==> src/csr_engine_defines.svh <==
// CSR index engine parameters
`ifndef CSR_ENGINE_DEFINES_SVH
`define CSR_ENGINE_DEFINES_SVH

// ------------------------------
// Datapath widths
// ------------------------------
// Array base address and configuration value
`define CSR_ADDR_W 32
// Vertex index
`define CSR_INDEX_W 16

// ------------------------------
// Buffering and addressing
// ------------------------------
// Entries in each packet FIFO, power of two
`define CSR_FIFO_DEPTH 8
// log2 of bytes per array word
`define CSR_WORD_SHIFT 2

`endif

==> src/csr_engine_pkg.sv <==
// CSR index engine types
`default_nettype none

`include "csr_engine_defines.svh"

package csr_engine_pkg;

    // Which configuration register a response word targets
    typedef enum logic [1:0] {
        FIELD_BASE  = 2'd0,
        FIELD_START = 2'd1,
        FIELD_END   = 2'd2
    } cfg_field_e;

    // Tagged configuration word from memory
    typedef struct packed {
        cfg_field_e              field;
        logic [`CSR_ADDR_W-1:0]  value;
    } mem_response_t;

    // One read request towards memory
    typedef struct packed {
        logic [`CSR_ADDR_W-1:0]  addr;
        logic [`CSR_INDEX_W-1:0] index;
    } mem_request_t;

    // Assembled index range
    typedef struct packed {
        logic [`CSR_ADDR_W-1:0]  base_addr;
        logic [`CSR_INDEX_W-1:0] start_index;
        logic [`CSR_INDEX_W-1:0] end_index;
    } index_config_t;

endpackage : csr_engine_pkg

`default_nettype wire

==> src/csr_config_if.sv <==
// Index configuration handoff
`timescale 1ns/100ps
`default_nettype none

`include "csr_engine_defines.svh"

interface csr_config_if;

    logic                    valid;
    logic                    ready;
    logic [`CSR_ADDR_W-1:0]  base_addr;
    logic [`CSR_INDEX_W-1:0] start_index;
    logic [`CSR_INDEX_W-1:0] end_index;

    // Offers a completed configuration
    modport collector (output valid, base_addr, start_index, end_index, input ready);

    // Takes it when idle
    modport generator (input valid, base_addr, start_index, end_index, output ready);

endinterface : csr_config_if

`default_nettype wire

==> src/packet_fifo.sv <==
// Show-ahead packet FIFO
`timescale 1ns/100ps
`default_nettype none

`include "csr_engine_defines.svh"

module packet_fifo #(
    parameter type payload_t = logic [7:0],
    parameter int  DEPTH     = `CSR_FIFO_DEPTH
) (
    input  wire logic ap_clk,
    input  wire logic areset_csr_engine,
    input  wire logic push_i,
    input  payload_t  data_i,
    output logic      full_o,
    input  wire logic pop_i,
    output payload_t  data_o,
    output logic      empty_o
);

    localparam int PTR_W = $clog2(DEPTH);

    payload_t         mem [DEPTH];
    logic [PTR_W-1:0] wr_ptr_q;
    logic [PTR_W-1:0] rd_ptr_q;
    logic [PTR_W:0]   count_q;

    // ------------------------------
    // Pointers and occupancy
    // ------------------------------
    always_ff @(posedge ap_clk) begin
        if (areset_csr_engine) begin
            wr_ptr_q <= '0;
            rd_ptr_q <= '0;
            count_q  <= '0;
        end else begin
            if (push_i) begin
                wr_ptr_q <= wr_ptr_q + 1'b1;
            end
            if (pop_i) begin
                rd_ptr_q <= rd_ptr_q + 1'b1;
            end
            case ({push_i, pop_i})
                2'b10:   count_q <= count_q + 1'b1;
                2'b01:   count_q <= count_q - 1'b1;
                default: count_q <= count_q;
            endcase
        end
    end

    // Storage
    always_ff @(posedge ap_clk) begin
        if (push_i) begin
            mem[wr_ptr_q] <= data_i;
        end
    end

    // Head entry is always on the output
    assign data_o  = mem[rd_ptr_q];
    assign full_o  = (count_q == (PTR_W+1)'(DEPTH));
    assign empty_o = (count_q == '0);

    a_no_push_full: assert property (@(posedge ap_clk) disable iff (areset_csr_engine)
        !(push_i && full_o));
    a_no_pop_empty: assert property (@(posedge ap_clk) disable iff (areset_csr_engine)
        !(pop_i && empty_o));

endmodule : packet_fifo

`default_nettype wire

==> src/config_collector.sv <==
// Index configuration collector
`timescale 1ns/100ps
`default_nettype none

`include "csr_engine_defines.svh"

module config_collector (
    input  wire logic                  ap_clk,
    input  wire logic                  areset_csr_engine,
    input  wire logic                  rsp_empty_i,
    output logic                       rsp_pop_o,
    input  csr_engine_pkg::mem_response_t rsp_data_i,
    csr_config_if.collector            cfg,
    output logic                       idle_o
);

    import csr_engine_pkg::*;

    index_config_t cfg_q;
    logic [2:0]    have_q;
    logic          cfg_full;
    logic          cfg_taken;

    // Hold off the FIFO while a complete set waits for the generator
    assign cfg_full  = &have_q;
    assign rsp_pop_o = !rsp_empty_i && !cfg_full;
    assign cfg_taken = cfg.valid && cfg.ready;

    // ------------------------------
    // Field presence
    // ------------------------------
    always_ff @(posedge ap_clk) begin
        if (areset_csr_engine) begin
            have_q <= '0;
        end else if (cfg_taken) begin
            have_q <= '0;
        end else if (rsp_pop_o) begin
            case (rsp_data_i.field)
                FIELD_BASE:  have_q[0] <= 1'b1;
                FIELD_START: have_q[1] <= 1'b1;
                FIELD_END:   have_q[2] <= 1'b1;
                default:     have_q    <= have_q;
            endcase
        end
    end

    // Field values, a repeated tag overwrites
    always_ff @(posedge ap_clk) begin
        if (rsp_pop_o) begin
            case (rsp_data_i.field)
                FIELD_BASE:  cfg_q.base_addr   <= rsp_data_i.value;
                FIELD_START: cfg_q.start_index <= rsp_data_i.value[`CSR_INDEX_W-1:0];
                FIELD_END:   cfg_q.end_index   <= rsp_data_i.value[`CSR_INDEX_W-1:0];
                default:     cfg_q             <= cfg_q;
            endcase
        end
    end

    assign cfg.valid       = cfg_full;
    assign cfg.base_addr   = cfg_q.base_addr;
    assign cfg.start_index = cfg_q.start_index;
    assign cfg.end_index   = cfg_q.end_index;
    assign idle_o          = (have_q == '0);

    a_offer_held: assert property (@(posedge ap_clk) disable iff (areset_csr_engine)
        cfg.valid && !cfg.ready |=> cfg.valid && $stable(cfg.base_addr)
            && $stable(cfg.start_index) && $stable(cfg.end_index));

endmodule : config_collector

`default_nettype wire

==> src/index_request_generator.sv <==
// Vertex index request generator
`timescale 1ns/100ps
`default_nettype none

`include "csr_engine_defines.svh"

module index_request_generator (
    input  wire logic                 ap_clk,
    input  wire logic                 areset_csr_engine,
    csr_config_if.generator           cfg,
    input  wire logic                 req_full_i,
    output logic                      req_push_o,
    output csr_engine_pkg::mem_request_t req_data_o,
    output logic                      idle_o
);

    localparam logic [`CSR_ADDR_W-1:0] ADDR_STEP = `CSR_ADDR_W'(1) << `CSR_WORD_SHIFT;

    logic                    busy_q;
    logic [`CSR_INDEX_W-1:0] end_q;
    logic [`CSR_INDEX_W-1:0] index_q;
    logic [`CSR_INDEX_W-1:0] index_next;
    logic [`CSR_ADDR_W-1:0]  addr_q;
    logic                    cfg_taken;

    assign cfg.ready  = !busy_q;
    assign cfg_taken  = cfg.valid && cfg.ready;
    assign index_next = index_q + 1'b1;

    // One request per cycle with room downstream
    assign req_push_o       = busy_q && !req_full_i;
    assign req_data_o.addr  = addr_q;
    assign req_data_o.index = index_q;
    assign idle_o           = !busy_q;

    // ------------------------------
    // Run control
    // ------------------------------
    always_ff @(posedge ap_clk) begin
        if (areset_csr_engine) begin
            busy_q <= 1'b0;
        end else if (cfg_taken) begin
            // Empty or inverted range is consumed without output
            busy_q <= (cfg.start_index < cfg.end_index);
        end else if (req_push_o && (index_next == end_q)) begin
            busy_q <= 1'b0;
        end
    end

    // ------------------------------
    // Running index and address
    // ------------------------------
    always_ff @(posedge ap_clk) begin
        if (cfg_taken) begin
            end_q   <= cfg.end_index;
            index_q <= cfg.start_index;
            addr_q  <= cfg.base_addr
                + (`CSR_ADDR_W'(cfg.start_index) << `CSR_WORD_SHIFT);
        end else if (req_push_o) begin
            index_q <= index_next;
            addr_q  <= addr_q + ADDR_STEP;
        end
    end

    a_index_in_range: assert property (@(posedge ap_clk) disable iff (areset_csr_engine)
        req_push_o |-> (req_data_o.index < end_q));

endmodule : index_request_generator

`default_nettype wire

==> src/csr_index_engine.sv <==
// CSR index engine top level
`timescale 1ns/100ps
`default_nettype none

`include "csr_engine_defines.svh"

module csr_index_engine (
    input  wire logic                    ap_clk,
    input  wire logic                    areset_csr_engine,
    input  wire logic                    rsp_req_i,
    input  csr_engine_pkg::cfg_field_e   rsp_field_i,
    input  wire logic [`CSR_ADDR_W-1:0]  rsp_value_i,
    output logic                         rsp_ack_o,
    output logic                         mem_req_o,
    output logic [`CSR_ADDR_W-1:0]       mem_addr_o,
    output logic [`CSR_INDEX_W-1:0]      mem_index_o,
    input  wire logic                    mem_ack_i,
    output logic                         done_o
);

    import csr_engine_pkg::*;

    typedef enum logic [1:0] {
        OUT_IDLE,
        OUT_REQ,
        OUT_WAIT_LOW
    } out_state_e;

    mem_response_t rsp_din;
    mem_response_t rsp_dout;
    logic          rsp_push;
    logic          rsp_full;
    logic          rsp_pop;
    logic          rsp_empty;

    mem_request_t  req_din;
    mem_request_t  req_dout;
    mem_request_t  req_hold_q;
    logic          req_push;
    logic          req_full;
    logic          req_pop;
    logic          req_empty;

    out_state_e    out_state_q;
    logic          coll_idle;
    logic          gen_idle;

    csr_config_if cfg_if ();

    // ------------------------------
    // Response port, four-phase
    // ------------------------------
    assign rsp_din  = '{field: rsp_field_i, value: rsp_value_i};
    assign rsp_push = rsp_req_i && !rsp_ack_o && !rsp_full;

    always_ff @(posedge ap_clk) begin
        if (areset_csr_engine) begin
            rsp_ack_o <= 1'b0;
        end else if (rsp_push) begin
            rsp_ack_o <= 1'b1;
        end else if (!rsp_req_i) begin
            rsp_ack_o <= 1'b0;
        end
    end

    packet_fifo #(.payload_t(mem_response_t), .DEPTH(`CSR_FIFO_DEPTH)) rsp_fifo_i (
        .ap_clk(ap_clk), .areset_csr_engine(areset_csr_engine),
        .push_i(rsp_push), .data_i(rsp_din), .full_o(rsp_full),
        .pop_i(rsp_pop), .data_o(rsp_dout), .empty_o(rsp_empty)
    );

    config_collector config_collector_i (
        .ap_clk(ap_clk), .areset_csr_engine(areset_csr_engine),
        .rsp_empty_i(rsp_empty), .rsp_pop_o(rsp_pop), .rsp_data_i(rsp_dout),
        .cfg(cfg_if.collector), .idle_o(coll_idle)
    );

    index_request_generator index_request_generator_i (
        .ap_clk(ap_clk), .areset_csr_engine(areset_csr_engine),
        .cfg(cfg_if.generator), .req_full_i(req_full),
        .req_push_o(req_push), .req_data_o(req_din), .idle_o(gen_idle)
    );

    packet_fifo #(.payload_t(mem_request_t), .DEPTH(`CSR_FIFO_DEPTH)) req_fifo_i (
        .ap_clk(ap_clk), .areset_csr_engine(areset_csr_engine),
        .push_i(req_push), .data_i(req_din), .full_o(req_full),
        .pop_i(req_pop), .data_o(req_dout), .empty_o(req_empty)
    );

    // ------------------------------
    // Request port, four-phase
    // ------------------------------
    // Next pop waits until the previous ack has been seen low
    assign req_pop = !req_empty
        && ((out_state_q == OUT_IDLE) || ((out_state_q == OUT_WAIT_LOW) && !mem_ack_i));

    always_ff @(posedge ap_clk) begin
        if (areset_csr_engine) begin
            out_state_q <= OUT_IDLE;
        end else begin
            case (out_state_q)
                OUT_IDLE:     if (req_pop) out_state_q <= OUT_REQ;
                OUT_REQ:      if (mem_ack_i) out_state_q <= OUT_WAIT_LOW;
                OUT_WAIT_LOW: if (!mem_ack_i) out_state_q <= req_pop ? OUT_REQ : OUT_IDLE;
                default:      out_state_q <= OUT_IDLE;
            endcase
        end
    end

    always_ff @(posedge ap_clk) begin
        if (req_pop) begin
            req_hold_q <= req_dout;
        end
    end

    assign mem_req_o   = (out_state_q == OUT_REQ);
    assign mem_addr_o  = req_hold_q.addr;
    assign mem_index_o = req_hold_q.index;

    // Nothing held anywhere, last request fully acknowledged
    always_ff @(posedge ap_clk) begin
        if (areset_csr_engine) begin
            done_o <= 1'b1;
        end else begin
            done_o <= coll_idle && gen_idle && rsp_empty && req_empty
                && (out_state_q == OUT_IDLE);
        end
    end

endmodule : csr_index_engine

`default_nettype wire

==> config.mk <==
export PLATFORM = sky130hd
export DESIGN_NAME = csr_index_engine
export DESIGN_NICKNAME = d
export VERILOG_FILES = /design/src/csr_engine_pkg.sv /design/src/csr_config_if.sv /design/src/packet_fifo.sv /design/src/config_collector.sv /design/src/index_request_generator.sv /design/src/csr_index_engine.sv
export VERILOG_INCLUDE_DIRS = /design/src /design/src/src
export SDC_FILE = /design/constraint.sdc
export NUM_CORES = 1
export LEC_CHECK = 0
export ABC_AREA = 1
export BUFFER_PORTS_ARGS = -buffer_cell sky130_fd_sc_hd__buf_2
export CORE_MARGIN = 3
export CORE_UTILIZATION = 67
export DETAILED_ROUTE_END_ITERATION = 8
export PLACE_DENSITY = 0.85
export SLEW_MARGIN = 20
export SYNTH_ARGS = -nofsm -noshare
export SYNTH_HDL_FRONTEND = slang
export SYNTH_SLANG_ARGS = --single-unit
==> constraint.sdc <==
create_clock -name ap_clk -period 5.4 [get_ports ap_clk]
set_input_delay 0.27 -clock ap_clk [delete_from_list [all_inputs] [get_ports ap_clk]]
set_output_delay 0.27 -clock ap_clk [all_outputs]
set_load 0.005 [all_outputs]
==> qor.csv <==
stage,metric,value,unit
run_status,outcome,"complete, no violations",
detailed_routing,post-route antenna net violation count,0,
detailed_routing,via total after detailed routing,23700,
sta,normalized max-slew margin,28.5,%
worst_setup_path,data arrival at the endpoint of the critical path,3.33,ns
worst_setup_path,maximum fanout along the worst path,30,
cells_and_area,Synth-to-Final Area Change,11.8,%
worst_setup_path,cell at the slowest stage of the critical path,nor2_4,
die,effective utilization at floorplan,68.4,%
worst_setup_path,Reg-to-Reg Start,index_request_generator_i.busy_q,
cts,Num CTS Buffers,83,
worst_setup_path,Setup CP Type,reg2reg,
sta,time the final worst path needs with I/O delays and setup,3.07,ns
logic_synthesis,number of nets in the synthesized netlist,3026,
worst_setup_path,critical path's largest stage delay,0.57,ns
sta,number of endpoints failing setup at the final stage,0,
logic_synthesis,post-synth top area share,70.5,%
global_routing,global-route wire length before repair,125000,um
cts,clock-pin transition on the worst setup and hold timing paths,0.06,ns
global_routing,vias in the first global route,23600,
sta,setup TNS,0,ns
cts,H-tree depth,3,
place,routability cong.,0.916,
die,# IOs,89,
detailed_routing,first-pass iteration count of the detailed router,5,
die,Vert. Die Dim,236,um
logic_synthesis,Post-synth EDFFs,832,
place,post-placement cell count,3605,
logic_synthesis,number of warning messages in the yosys log,0,
logic_synthesis,leading cell types by total area after synthesis,"edfxtp_1, nor2_1, o21ai_0",
cts,source-to-sink clock delay at the later pin of the worst-skew pair,0.63,ns
sta,Slew @ Worst Pin,1.07,ns
logic_synthesis,share of synthesized flip-flops with an asynchronous set or reset,0,%
worst_hold_path,hold path start,out_state_q[0],
sta,minimum hold slack,0.451,ns
sta,unrepaired setup endpoints after global routing,false,
sta,largest clock skew in the final design,0.0281,ns
detailed_routing,DRC,0,
logic_synthesis,"area leader, netlist",edfxtp_1,
cells_and_area,Finished Core Util,76.5,%
cts,clock root cell,clkbuf_16,
sta,Fmax achieved,0.326,GHz
logic_synthesis,primary flip-flop cell chosen by synthesis mapping,edfxtp_1,
worst_setup_path,"Top cell by count, worst path",inv_1,
sta,period utilisation layout,56.9,%
cells_and_area,Final Instance Count excl. Fillers,3789,
sta,final-report max-slew violation count,0,
logic_synthesis,register bit total from synthesis,863,
logic_synthesis,Gate Count Post-Synth,2942,
die,floorplan die area,55700,sq um
worst_hold_path,path type of the worst min-delay path,reg2reg,
cts,clock tree from TritonCTS,yes,
die,floorplan core area,51800,sq um
worst_setup_path,sequence of cells on the critical path,"inv_1, a21oi_1, inv_1, nor2_1, inv_1, nor2_4, buf_4",
worst_setup_path,worst endpoint required time,5.66,ns
global_routing,global routing usage summed across all routing layers,28.5,%
detailed_routing,Starting DRT DRC Count,2830,
cts,cells resized by post-CTS repair,0,
place,buffers added on ports,88,
cts,CTS sink cnt,863,
cells_and_area,ant diodes,0,
logic_synthesis,number of distinct library cells after synthesis,46,
power_and_ir_drop,power per cell area,483,nW/um^2
die,Die X-Extent,236,um
cells_and_area,fraction of layout instances using a drive strength above 1,9.46,%
power_and_ir_drop,total power of the final layout,19200,uW
detailed_routing,average wire per standard cell,21.3,um
sta,final hold violation count,0,
worst_setup_path,CP endpoint kind,flip-flop,
detailed_routing,vias per cell,6.27,
global_routing,initial antenna violation count,1,
global_routing,pin count of the biggest net entering global routing,194,
logic_synthesis,"Seq/Total Area, Yosys",72.2,%
logic_synthesis,post-synthesis instance area,35500,sq um
global_routing,leftover overflow at the end of global routing,0,
power_and_ir_drop,worst ir drop on vdd,0.000418,V
detailed_routing,total detailed-routing wirelength,80700,um
power_and_ir_drop,leakage power,0.0138,uW
worst_setup_path,CP Launch Point,index_request_generator_i.busy_q,
die,floorplan row count,83,
cts,Clock Tree Buf Depth,3,
cells_and_area,net total in the final layout,3131,
place,total half-perimeter wirelength after legalization and detailed placement,45800,um
logic_synthesis,synthesized area per cell,12.1,sq um
worst_setup_path,type of origin of the critical path,flip-flop,
flow_run,max capacitance violation total,0,
layout make-up:
type                            instances  area (sq um)
Clock buffer                           98          2200
Clock inverter                         49           492
Fill cell                            2914         12200
Inverter                              139           524
Multi-Input combinational cell       1803          8910
Sequential cell                       863         25600
Tap cell                              680           851
Timing Repair Buffer                  157          1060
critical path: cells and delay by family, from the launching register on:
| kind | cells | cell delay, ns |
|---|---|---|
| and+or+nand+nor | 2 | 0.78 |
| buffers and inverters | 4 | 1.08 |
| DFF | 1 | 0.41 |
| AOI/OAI and AO/OA | 1 | 0.44 |
through the flow:
step,area [sq um],setup WS (ns)
after global routing,39700,2.19
after CTS,39600,2.45
final,39700,2.33
after floorplan,35500,1.93
after global placement,36600,2.32
after detailed placement,36600,2.48
synth_stat cells, types with 18 or more instances:
cell,count
a21oi_1,70
a31oi_1,86
buf_2,27
clkbuf_1,97
dfxtp_1,31
edfxtp_1,832
ha_1,43
inv_1,131
nand2_1,247
nand3_1,60
nand4_1,22
nor2_1,683
o21ai_0,392
o22ai_1,88
xor2_1,18
cells in the final DEF (no fill, tap or decap), drive strengths merged, types with 18 or more instances in the layout:
master	netlist	final
clkinv	3	36
inv	136	140
buf	40	120
o21ai	403	403
nand3	60	60
dlygate4sd3	0	37
nor3	20	20
clkbuf	97	98
edfxtp	832	832
ha	43	43
dfxtp	31	31
a21oi	71	71
a31oi	86	86
o22ai	88	88
nor2	688	688
xor2	18	18
nand4	22	22
nand2	254	254
sequential cells by signal, summed over array words and instances, names as in the netlist, 16 cells and up, named ones only:
register	cells
req_fifo_i.mem	384
rsp_fifo_i.mem	272
config_collector_i.cfg.base_addr	32
index_request_generator_i.addr_q	32
mem_addr_o	32
config_collector_i.cfg.end_index	16
config_collector_i.cfg.start_index	16
index_request_generator_i.end_q	16
index_request_generator_i.index_q	16
mem_index_o	16
report_power, final:
group	internal, uW	switching, uW
clock	3340	2400
combinational	1460	3310
sequential	8240	416
total	13000	6130
cells by family after synthesis:
family	share of synthesized area [%]
fa+ha+maj	1.69
simple gates	12.1
flops	72.2
compound gates	10.2
xor+xnor	0.798
buf+inv	3.03
path summary, 6_finish.rpt:
path	to	slack, ns	cells after the start
worst max-delay path	req_fifo_i.mem[7][44]	2.33	7
worst min-delay path	out_state_q[1]	0.45	1
worst max register to register	req_fifo_i.mem[7][44]	2.33	7
worst min register to register	out_state_q[1]	0.45	1
layer usage:
layer / vias up / track usage (%) / share of wire (%)
li1: 10800 / - / -
met1: 11400 / 37.1 / 38
met2: 1364 / 49.0 / 51
met3: 227 / 3.81 / 7.9
met4: 2 / 11.7 / 3.3
met5: - / 0 / 0.014
timing repair:
item,4_1_cts,5_1_grt
hold endpoints to repair,279,0
hold buffers,37,0
buffers inserted,0,0
Note: power is estimated with default switching activity, not from simulation.
